`src/radio_ctrl_pkg.sv`:
```
/*
 * Shared definitions for the radio control plane
 *  - settings bus and readback widths
 *  - settings register addresses and readback word indices
 *  - settings word, control line and status structs
 */
package radio_ctrl_pkg;

   ////////////////////
   // Bus widths
   localparam int SET_ADDR_W = 8;
   localparam int SET_DATA_W = 32;
   localparam int RB_IDX_W   = 4;

   ////////////////////
   // Settings register bases
   // Misc block: +0 clock, +1 serializer, +2 ADC, +3 software LEDs,
   // +4 PHY reset, +6 LED source
   localparam logic [SET_ADDR_W-1:0] SR_MISC   = 8'd0;
   // Timer block: +0 staged high word, +1 low word and load
   localparam logic [SET_ADDR_W-1:0] SR_TIME64 = 8'd10;

   ////////////////////
   // Readback word indices, anything else reads all ones
   localparam logic [RB_IDX_W-1:0] RB_COMPAT  = 4'd0;
   localparam logic [RB_IDX_W-1:0] RB_STATUS  = 4'd1;
   localparam logic [RB_IDX_W-1:0] RB_TIME_HI = 4'd2;
   localparam logic [RB_IDX_W-1:0] RB_TIME_LO = 4'd3;
   localparam logic [RB_IDX_W-1:0] RB_PPS_HI  = 4'd4;
   localparam logic [RB_IDX_W-1:0] RB_PPS_LO  = 4'd5;
   localparam logic [RB_IDX_W-1:0] RB_LEDS    = 4'd6;

   // One settings bus transfer
   typedef struct packed {
      logic [SET_ADDR_W-1:0] addr;
      logic [SET_DATA_W-1:0] data;
   } set_word_t;

   // Board control lines, clock generator down to PHY
   typedef struct packed {
      logic       clock_ready;
      logic [1:0] clk_en;
      logic [1:0] clk_sel;
      logic       ser_enable;
      logic       ser_prbsen;
      logic       ser_loopen;
      logic       ser_rx_en;
      logic       adc_oe_a;
      logic       adc_on_a;
      logic       adc_oe_b;
      logic       adc_on_b;
      logic       phy_reset_n;
      logic [1:0] spare;
   } ctrl_lines_t;

   // Status bits from the rest of the radio
   typedef struct packed {
      logic clk_status;
      logic serdes_link_up;
      logic good_sync;
      logic run_rx;
      logic run_tx;
      logic button;
   } radio_status_t;

endpackage
```
`src/radio_ctrl_top.sv`:
```
/*
 * Radio control plane top level
 * Settings write port, misc registers, VITA timer
 * and readback port on one clock
 */
`timescale 1ns/1ps

module radio_ctrl_top
   import radio_ctrl_pkg::*;
#(
   parameter logic [31:0] COMPAT_NUM    = {16'd10, 16'd1},
   parameter logic [7:0]  LED_SRC_RESET = 8'h1E
) (
   input  logic                dsp_clk,
   input  logic                por_rst,
   // Settings write handshake
   input  logic                set_req_i,
   input  set_word_t           set_word_i,
   output logic                set_ack_o,
   // Readback handshake
   input  logic                rb_req_i,
   input  logic [RB_IDX_W-1:0] rb_idx_i,
   output logic                rb_ack_o,
   output logic [31:0]         rb_data_o,
   // Board side
   input  radio_status_t       status_i,
   input  logic                pps_i,
   output ctrl_lines_t         ctrl_o,
   output logic [7:0]          leds_o
);

   logic        set_stb;
   set_word_t   set_word;
   logic [7:0]  led_state;
   logic [63:0] vita_time;
   logic [63:0] vita_time_pps;

   settings_port u_settings_port (
      .dsp_clk    (dsp_clk),
      .por_rst    (por_rst),
      .set_req_i  (set_req_i),
      .set_word_i (set_word_i),
      .set_ack_o  (set_ack_o),
      .set_stb_o  (set_stb),
      .set_word_o (set_word)
   );

   misc_regs #(.LED_SRC_RESET(LED_SRC_RESET)) u_misc_regs (
      .dsp_clk     (dsp_clk),
      .por_rst     (por_rst),
      .set_stb_i   (set_stb),
      .set_word_i  (set_word),
      .status_i    (status_i),
      .ctrl_o      (ctrl_o),
      .leds_o      (leds_o),
      .led_state_o (led_state)
   );

   vita_timer u_vita_timer (
      .dsp_clk         (dsp_clk),
      .por_rst         (por_rst),
      .set_stb_i       (set_stb),
      .set_word_i      (set_word),
      .pps_i           (pps_i),
      .vita_time_o     (vita_time),
      .vita_time_pps_o (vita_time_pps)
   );

   readback_port #(.COMPAT_NUM(COMPAT_NUM)) u_readback_port (
      .dsp_clk         (dsp_clk),
      .por_rst         (por_rst),
      .rb_req_i        (rb_req_i),
      .rb_idx_i        (rb_idx_i),
      .status_i        (status_i),
      .vita_time_i     (vita_time),
      .vita_time_pps_i (vita_time_pps),
      .led_state_i     (led_state),
      .rb_ack_o        (rb_ack_o),
      .rb_data_o       (rb_data_o)
   );

endmodule

```
`src/readback_port.sv`:
```
/*
 * Readback port
 * Four-phase req/ack read handshake and the readback word mux
 * for compat number, status, time, PPS time and LED state
 */
`timescale 1ns/1ps

module readback_port
   import radio_ctrl_pkg::*;
#(
   parameter logic [31:0] COMPAT_NUM = {16'd10, 16'd1}
) (
   input  logic                dsp_clk,
   input  logic                por_rst,
   input  logic                rb_req_i,
   input  logic [RB_IDX_W-1:0] rb_idx_i,
   input  radio_status_t       status_i,
   input  logic [63:0]         vita_time_i,
   input  logic [63:0]         vita_time_pps_i,
   input  logic [7:0]          led_state_i,
   output logic                rb_ack_o,
   output logic [31:0]         rb_data_o
);

   typedef enum logic {
      S_IDLE,
      S_ACK
   } state_t;

   state_t      state;
   logic [31:0] status_word;
   logic [31:0] mux_word;
   logic [31:0] data_q;

   // Same bit positions as the legacy status word
   assign status_word = {18'd0, status_i.button, 1'b0, status_i.clk_status,
                         status_i.serdes_link_up, 10'd0};

   ////////////////////
   // Word mux
   always_comb begin
      case (rb_idx_i)
         RB_COMPAT:  mux_word = COMPAT_NUM;
         RB_STATUS:  mux_word = status_word;
         RB_TIME_HI: mux_word = vita_time_i[63:32];
         RB_TIME_LO: mux_word = vita_time_i[31:0];
         RB_PPS_HI:  mux_word = vita_time_pps_i[63:32];
         RB_PPS_LO:  mux_word = vita_time_pps_i[31:0];
         RB_LEDS:    mux_word = {24'd0, led_state_i};
         default:    mux_word = '1;
      endcase
   end

   ////////////////////
   // Read handshake
   always_ff @(posedge dsp_clk) begin
      if (por_rst) begin
         state <= S_IDLE;
      end else if (state == S_IDLE) begin
         if (rb_req_i) begin
            state <= S_ACK;
         end
      end else if (!rb_req_i) begin
         state <= S_IDLE;
      end
   end

   // Data sampled once per transfer, held through ack
   always_ff @(posedge dsp_clk) begin
      if (state == S_IDLE && rb_req_i) begin
         data_q <= mux_word;
      end
   end

   assign rb_ack_o  = (state == S_ACK);
   assign rb_data_o = data_q;

   a_data_held: assert property (@(posedge dsp_clk) disable iff (por_rst)
      rb_ack_o && $past(rb_ack_o) |-> $stable(rb_data_o));

endmodule

```
`src/vita_timer.sv`:
```
/*
 * 64-bit VITA time counter
 * Free running, loaded from two settings words,
 * with a PPS edge detector that latches the count
 */
`timescale 1ns/1ps

module vita_timer
   import radio_ctrl_pkg::*;
(
   input  logic        dsp_clk,
   input  logic        por_rst,
   input  logic        set_stb_i,
   input  set_word_t   set_word_i,
   input  logic        pps_i,
   output logic [63:0] vita_time_o,
   output logic [63:0] vita_time_pps_o
);

   logic [31:0] time_hi_stage;
   logic        load_hi;
   logic        load_lo;
   logic        pps_q;
   logic        pps_q_d;
   logic        pps_edge;
   logic [63:0] vita_time;
   logic [63:0] vita_time_pps;

   assign load_hi = set_stb_i && (set_word_i.addr == SR_TIME64);
   assign load_lo = set_stb_i && (set_word_i.addr == SR_TIME64 + 8'd1);

   // High word waits here until the low word arrives
   always_ff @(posedge dsp_clk) begin
      if (load_hi) begin
         time_hi_stage <= set_word_i.data;
      end
   end

   ////////////////////
   // Counter
   always_ff @(posedge dsp_clk) begin
      if (por_rst) begin
         vita_time <= '0;
      end else if (load_lo) begin
         vita_time <= {time_hi_stage, set_word_i.data};
      end else begin
         vita_time <= vita_time + 64'd1;
      end
   end

   ////////////////////
   // PPS capture
   always_ff @(posedge dsp_clk) begin
      if (por_rst) begin
         pps_q         <= 1'b0;
         pps_q_d       <= 1'b0;
         vita_time_pps <= '0;
      end else begin
         pps_q   <= pps_i;
         pps_q_d <= pps_q;
         if (pps_edge) begin
            vita_time_pps <= vita_time;
         end
      end
   end

   assign pps_edge        = pps_q & ~pps_q_d;
   assign vita_time_o     = vita_time;
   assign vita_time_pps_o = vita_time_pps;

   // Time only jumps on a low-word load
   a_time_advances: assert property (@(posedge dsp_clk) disable iff (por_rst)
      !$past(load_lo) && !$past(por_rst) |-> vita_time_o == $past(vita_time_o) + 64'd1);

endmodule

```
`src/misc_regs.sv`:
```
/*
 * Miscellaneous setting registers
 * Clock generator, serializer, ADC and PHY control lines,
 * software LED word, LED source mask and the LED mux
 */
`timescale 1ns/1ps

module misc_regs
   import radio_ctrl_pkg::*;
#(
   parameter logic [7:0] LED_SRC_RESET = 8'h1E
) (
   input  logic          dsp_clk,
   input  logic          por_rst,
   input  logic          set_stb_i,
   input  set_word_t     set_word_i,
   input  radio_status_t status_i,
   output ctrl_lines_t   ctrl_o,
   output logic [7:0]    leds_o,
   output logic [7:0]    led_state_o
);

   logic [4:0] clk_reg;
   logic [3:0] ser_reg;
   logic [3:0] adc_reg;
   logic [7:0] led_sw;
   logic       phy_reset;
   logic [7:0] led_src;
   logic [7:0] led_hw;
   logic [7:0] led_word;

   ////////////////////
   // Register bank
   always_ff @(posedge dsp_clk) begin
      if (por_rst) begin
         clk_reg   <= '0;
         ser_reg   <= '0;
         adc_reg   <= '0;
         led_sw    <= '0;
         phy_reset <= 1'b0;
         led_src   <= LED_SRC_RESET;
      end else if (set_stb_i) begin
         case (set_word_i.addr)
            SR_MISC + 8'd0: clk_reg   <= set_word_i.data[4:0];
            SR_MISC + 8'd1: ser_reg   <= set_word_i.data[3:0];
            SR_MISC + 8'd2: adc_reg   <= set_word_i.data[3:0];
            SR_MISC + 8'd3: led_sw    <= set_word_i.data[7:0];
            SR_MISC + 8'd4: phy_reset <= set_word_i.data[0];
            SR_MISC + 8'd6: led_src   <= set_word_i.data[7:0];
            default: ;
         endcase
      end
   end

   ////////////////////
   // Control line mapping
   always_comb begin
      ctrl_o             = '0;
      ctrl_o.clock_ready = clk_reg[4];
      ctrl_o.clk_en      = clk_reg[3:2];
      ctrl_o.clk_sel     = clk_reg[1:0];
      ctrl_o.ser_enable  = ser_reg[3];
      ctrl_o.ser_prbsen  = ser_reg[2];
      ctrl_o.ser_loopen  = ser_reg[1];
      ctrl_o.ser_rx_en   = ser_reg[0];
      ctrl_o.adc_oe_a    = adc_reg[3];
      ctrl_o.adc_on_a    = adc_reg[2];
      ctrl_o.adc_oe_b    = adc_reg[1];
      ctrl_o.adc_on_b    = adc_reg[0];
      // PHY held in reset while the register bit is set
      ctrl_o.phy_reset_n = ~phy_reset;
   end

   ////////////////////
   // LEDs, mask bit 1 selects hardware
   assign led_hw = {3'b000, status_i.run_tx, status_i.run_rx, status_i.clk_status,
                    status_i.serdes_link_up & status_i.good_sync, 1'b0};

   assign led_word    = (led_src & led_hw) | (~led_src & led_sw);
   assign leds_o      = led_word;
   assign led_state_o = led_word;

endmodule

```
`src/settings_port.sv`:
```
/*
 * Settings write port
 * Four-phase req/ack handshake from the host, turned into a
 * single-cycle settings strobe with captured address and data
 */
`timescale 1ns/1ps

module settings_port
   import radio_ctrl_pkg::*;
(
   input  logic      dsp_clk,
   input  logic      por_rst,
   input  logic      set_req_i,
   input  set_word_t set_word_i,
   output logic      set_ack_o,
   output logic      set_stb_o,
   output set_word_t set_word_o
);

   typedef enum logic [1:0] {
      S_IDLE,
      S_ACKED,
      S_RELEASE
   } state_t;

   state_t    state;
   set_word_t word_q;

   ////////////////////
   // Handshake FSM
   always_ff @(posedge dsp_clk) begin
      if (por_rst) begin
         state <= S_IDLE;
      end else begin
         case (state)
            S_IDLE: begin
               if (set_req_i) begin
                  state <= S_ACKED;
               end
            end
            // Strobe cycle, req may already be gone
            S_ACKED: begin
               state <= set_req_i ? S_RELEASE : S_IDLE;
            end
            S_RELEASE: begin
               if (!set_req_i) begin
                  state <= S_IDLE;
               end
            end
            default: state <= S_IDLE;
         endcase
      end
   end

   // Host holds the word stable until ack falls
   always_ff @(posedge dsp_clk) begin
      if (state == S_IDLE && set_req_i) begin
         word_q <= set_word_i;
      end
   end

   assign set_ack_o  = (state != S_IDLE);
   assign set_stb_o  = (state == S_ACKED);
   assign set_word_o = word_q;

   ////////////////////
   // Protocol checks
   a_ack_needs_req: assert property (@(posedge dsp_clk) disable iff (por_rst)
      $rose(set_ack_o) |-> $past(set_req_i));

   a_single_strobe: assert property (@(posedge dsp_clk) disable iff (por_rst)
      set_stb_o |=> !set_stb_o);

endmodule

```
`config.mk`:
```
export PLATFORM = sky130hd
export DESIGN_NAME = radio_ctrl_top
export DESIGN_NICKNAME = d
export VERILOG_FILES = /design/src/radio_ctrl_pkg.sv /design/src/radio_ctrl_top.sv /design/src/readback_port.sv /design/src/vita_timer.sv /design/src/misc_regs.sv /design/src/settings_port.sv
export SDC_FILE = /design/constraint.sdc
export NUM_CORES = 1
export LEC_CHECK = 0
export ABC_AREA = 1
export BUFFER_PORTS_ARGS = -buffer_cell sky130_fd_sc_hd__buf_2
export CORE_UTILIZATION = 40
export CTS_CLUSTER_SIZE = 16
export DETAILED_ROUTE_END_ITERATION = 16
export GPL_ROUTABILITY_DRIVEN = 0
export PLACE_DENSITY = 0.56
export SLEW_MARGIN = 20
export SYNTH_ARGS = -nofsm -noshare
export SYNTH_HDL_FRONTEND = slang
export SYNTH_SLANG_ARGS = --single-unit
```
`constraint.sdc`:
```
create_clock -name dsp_clk -period 4.7 [get_ports dsp_clk]
set_input_delay 0.705 -clock dsp_clk [delete_from_list [all_inputs] [get_ports dsp_clk]]
set_output_delay 0.705 -clock dsp_clk [all_outputs]
set_load 0.01 [all_outputs]
```
# [After elaboration in Yosys (flattened, before gate mapping)]
# Index checks and enable logic that the tools add are counted.
# W data, S select, Z words.
[word_totals] output_inout_bits=58 mem_count=0 latch_bits=0 regBits=267 ramBits=0 romBits=0
[op_classes] n_mux=7 n_eq_ne=17 shift=0 reduce_logical=15 div=0 n_addsub=1 bitwise=9 n_lt_le_gt_ge=0 multipliers=0
[op_table] operator="$pmux W32 S7" n=1
[op_table] operator="$add A64 B1 Y64 const B" n=1
[op_table] operator="$mux W64" n=1
[op_table] operator="$eq A8 B2 Y1 const B" n=2
[op_table] operator="$eq A8 B3 Y1 const B" n=2
[op_table] operator="$eq A8 B4 Y1 const B" n=2
[op_table] operator="$reduce_and A2 Y1" n=7
[op_table] operator="$eq A4 B3 Y1 const B" n=3
[op_table] operator="$and A8 B5 Y8" n=1
[op_table] operator="$and A8 B8 Y8" n=1
[op_table] operator="$eq A4 B2 Y1 const B" n=2
[op_table] operator="$eq A8 B1 Y1 const B" n=1
[op_table] operator="$logic_not A8 Y1" n=1
[op_table] operator="$not A8 Y8" n=1
[op_table] operator="$or A8 B8 Y8" n=1
[op_table] operator="$mux W2" n=3
[op_table] operator="$pmux W2 S3" n=1
[op_table] operator="$eq A4 B1 Y1 const B" n=1
[op_table] operator="$logic_and A1 B1 Y1" n=4
[op_table] operator="$logic_not A4 Y1" n=1
[op_table] operator="$ne A2 B2 Y1 const B" n=2
[op_table] operator="$not A1 Y1" n=3
[op_table] operator="$and A1 B1 Y1" n=2
[op_table] operator="$eq A2 B1 Y1 const B" n=1
[op_table] operator="other kinds (4)" n=4

# [Longest topological paths before layout]
[depth] word_depth=4 mapped_depth=11

# [Modules after synthesis]
# Synthesis repeated with hierarchy kept, for this count alone.
[hier_totals] hier_cells=1726 area_unflattened_um2=13012.5
[by_module_without_submodules] module="vita_timer" cells_per_inst=1057 instances=1 area_each_um2=7663.6
[by_module_without_submodules] module="readback_port" cells_per_inst=405 instances=1 area_each_um2=2555.0
[by_module_without_submodules] module="misc_regs" cells_per_inst=210 instances=1 area_each_um2=1495.2
[by_module_without_submodules] module="settings_port" cells_per_inst=54 instances=1 area_each_um2=1298.7

# [Least setup slack after synthesis]
# No wires, ideal clock.
[synth_path] path_kind="register to register" start="reg u_settings_port.state[0]" end="reg u_vita_timer.time_hi_stage[0] (enable)" t_arrival_ns=3.809 setup_slack_ns=0.390 path_stages_with_launch=7 setup_time_ns=0.501 required_time_ns=4.199 cell_sequence="dfxtp_1 -> inv_1 -> nor2_2 -> inv_1 -> nor2_1 -> nand2_1 -> nor4_1"
[synth_via] elab_chain_len=2
[synth_lines] item="from (decl)" line_no="settings_port.sv:26" source="state_t state;"
[synth_lines] item="from (signal assigned)" line_no="settings_port.sv:43" source="state <= set_req_i ? S_RELEASE : S_IDLE;"
[synth_lines] item="$eq A2 B1 Y1" line_no="settings_port.sv:63" source="assign set_stb_o = (state == S_ACKED);"
[synth_lines] item="$logic_and A1 B1 Y1" line_no="vita_timer.sv:29" source="assign load_hi = set_stb_i && (set_word_i.addr == SR_TIME64);"
[synth_lines] item="named net u_vita_timer.load_hi" line_no="vita_timer.sv:21" source="logic load_hi;"
[synth_lines] item="to (signal assigned)" line_no="vita_timer.sv:35" source="time_hi_stage <= set_word_i.data;"
[synth_lines] item="to (decl)" line_no="vita_timer.sv:20" source="logic [31:0] time_hi_stage;"
# The timed path passes the listed nets, and every way through them passes these cells.
# A chain may end at the register's enable or synchronous reset.

# [Final worst setup path]
[layout_path] start="in rb_idx_i[1]" end="reg u_readback_port.data_q[17] (netlist: u_readback_port.rb_data_o[17]), data pin"
[layout_via] elab_chain_len=2 word_cells_on_any_way=8 cone_classes="eq/ne: 6; mux: 1; reduce/logical: 1"
[layout_lines] item="from (decl)" line_no="radio_ctrl_top.sv:22" source="input logic [RB_IDX_W-1:0] rb_idx_i,"
[layout_lines] item="$eq A4 B3 Y1, or another cell as far along" line_no="readback_port.sv:42" source="case (rb_idx_i)"
[layout_lines] item="$pmux W32 S7 *" line_no="readback_port.sv:42"
[layout_lines] item="named net u_readback_port.mux_word[17]" line_no="readback_port.sv:32" source="logic [31:0] mux_word;"
[layout_lines] item="to (signal assigned)" line_no="readback_port.sv:71" source="data_q <= mux_word;"
[layout_lines] item="to (decl)" line_no="readback_port.sv:33" source="logic [31:0] data_q;"
# Mark *: on every way through the listed nets, which the timed path passes. The rest lies on a longest branch.

==> results_dict.tcl <==
set metrics [dict create \
    outcome "finished, final reports clean" \
    drive_gt1_share_pct 13.2 \
    layout_setup_ws_ns 2.30 \
    final_common_cell "nand2_1" \
    cp_top_family "buffers and inverters" \
    crit_buf_inv 2 \
    fin_area_um2 13900 \
    clkTransAtPathRegs_ns 0.06 \
    path_max_fanout 28 \
    criticalPathCategory "in -> reg" \
    crit_top_cell "nand2_1" \
    ff2ff_setup_slack_ns 2.31 \
    utilization_pct 47.0 \
    cp-end-kind "flop" \
    p_leak_nw 5.71 \
    clkPwrFrac_pct 45.2 \
    fp.dieH_um 176 \
    cts.repair.resized 0 \
    synth_top_cell_by_area "dfxtp_1" \
    clkSinkCount 267 \
    ant_nets 0 \
    numCtsBuffers 29 \
    synthToLayoutAreaGrowth_pct 15.4 \
    skew_ns 0.0134 \
    die_w_um 176 \
    grt_overflow 0 \
    insertion_delay_ns 0.56 \
    post-route-period-util_pct 51.1 \
    grt_pass1_wl_mm 53.3 \
    design.core.area_um2 29600 \
    ys_ff_latch 267 \
    synth_cell_types 40 \
    ys_top_cells_by_area "dfxtp_1 27%, edfxtp_1 26%, nand2_1 9.1%, o21ai_0 7.2%, nor2_1 6.3%" \
    synth_top_area_share_pct 27.0 \
    hold_viol_final 0 \
    p_comb_share_pct 4.7 \
    drt_wl_total_mm 34.5 \
    setup_violations 0 \
    max_cap_violations 0 \
    final_max_slew_viol_count 0 \
    cts_tree "built" \
    slew_headroom_pct 36.9 \
    grt_pass1_vias 9363 \
    clock_path_buffers 3 \
    fillers 2970 \
    pre_cts_ws_ns 1.75 \
    num_io_pins 113 \
    power_mw 5.06 \
    cts_max_level 1 \
    rows 63 \
    cts_setup_buffers 0 \
    finalSetupTns_ns 0 \
    grt_usage_pct 22.3 \
    dieArea_um2 30900 \
    synth-warning-count 0 \
    wl_per_cell_um 17.2 \
    tightest_slew_ns 0.940 \
    min_period_ns 2.40 \
    p_int_mw 3.93 \
    syn-instance-count 1494 \
    io_buffers 110 \
    viasPerCell 5.13 \
    route.vias.total 10300 \
    start_util_pct 40.7 \
    cp.arrival_ns 2.78 \
    place_area_um2 13000 \
    path_cells "buf_2 -> nand2_1 -> o21ai_0 -> clkinv_1 -> nand2_1 -> a21oi_1 -> o2111ai_1" \
    cp_slowest_cell "clkinv_1" \
    nets 1644 \
    antenna_found_initial 0 \
    synth_seq_area_share_pct 52.9 \
    switching_share_pct 22.3 \
    remaining_drc_errors 0 \
    rsz0062_at_grt "no" \
    p_sw_mw 1.13 \
    seqPwrFrac_pct 50.1 \
    drtIter0Drc 878 \
    worst-endpoint-required_ns 5.08 \
    clock.fmax_mhz 416 \
    syn_area_um2 12100 \
    mostFrequentLayoutCells "292 x nand2_1, 199 x nor2_1, 176 x inv_1" \
    p_per_area_nw_per_um2 363 \
    holdCritPathClass "in -> reg" \
    startpoint_type "input pin" \
    synth.avg_cell_area_um2 8.08 \
    hpwl_mm 24.7 \
    diodes 0 \
    ir_drop_mv 0.257 \
    cts_root_buffer "clkbuf_16" \
    cts-hold-fix-buffers 0 \
    dr.pass1.iters 5 \
    critical_path.max_stage_delay_ns 0.90 \
    grt_max_degree 106 \
]
-- synthesized netlist by cell type (all sizes together) --
| cell | n |
|---|---|
| nand2 | 309 |
| nor2 | 220 |
| o21ai | 187 |
| inv | 180 |
| dfxtp | 163 |
| a21oi | 107 |
| edfxtp | 104 |
| nand3 | 63 |
| clkbuf | 43 |
| xor2 | 21 |
| nand4 | 18 |
| o211ai | 16 |
| buf | 15 |
| a221oi | 9 |
| xnor2 | 9 |
| o2111ai | 6 |
| o21bai | 6 |
| a22o | 5 |
| nor3 | 3 |
| clkinv | 2 |
| nand3b | 2 |
| and3 | 1 |
| conb | 1 |
| ha | 1 |
| nor4 | 1 |
| o22ai | 1 |
| or2 | 1 |
-- power groups by stage --
stage | Combinational [mW] | Sequential (mW) | Clock (mW)
after floorplan | 0.140 | 2.58 | 0
after global placement | 0.231 | 2.58 | 0
after detailed placement | 0.240 | 2.59 | 0
after CTS | 0.241 | 2.54 | 2.33
after global routing | 0.272 | 2.54 | 2.42
final | 0.238 | 2.54 | 2.29
-- path summary, 6_finish.rpt --
check / start / to / cells after the start
worst min-delay path: set_word_i[31] / u_settings_port.set_word_o[31] / 1
worst min register to register: u_misc_regs.clk_reg[3] / u_misc_regs.clk_reg[3] / 2
worst max-delay path: rb_idx_i[1] / u_readback_port.rb_data_o[17] / 7
worst max register to register: u_settings_port.set_word_o[39] / u_vita_timer.vita_time_o[19] / 8
-- through the flow --
stage / hold WS [ns] / std cells
floorplan: 0.410 / 1495
global placement: 0.426 / 1946
detailed placement: 0.434 / 1947
CTS: 0.308 / 2000
global route: 0.314 / 2000
finish: 0.322 / 2000
-- logic make-up (layout without fill, tap and decap cells) --
family	count (synthesis)	in the layout	synth area share, %
and+or+nand+nor	618	618	21.8
AOI/OAI and AO/OA	337	337	15.1
DFF	267	267	52.9
buffers and inverters	240	355	7.90
xor gates and xnor gates	30	30	2.18
adders and majority gates	1	1	0.104
other	1	2	0.0311
-- routing by layer --
metal | global-route usage [%] | vias to the layer above | part of all wire (%)
met5 | 0 | - | 0
met4 | 6.70 | 0 | 2.7
met3 | 2.66 | 60 | 7.2
met2 | 32.0 | 351 | 41
met1 | 34.5 | 4749 | 49
li1 | - | 5094 | -
-- final cells by class --
cell class              instances  area, um^2  share of cell area [%]
flip-flops and latches        267        6390                    45.8
inverters                     182         684                    4.91
clock buffers                  39         843                    6.05
multi-input cells             988        4770                    34.2
well taps                     390         488                    3.50
clock inverters                14         123                   0.880
repair buffers                120         646                    4.63
No activity file was read; power rests on OpenSTA's default activity.
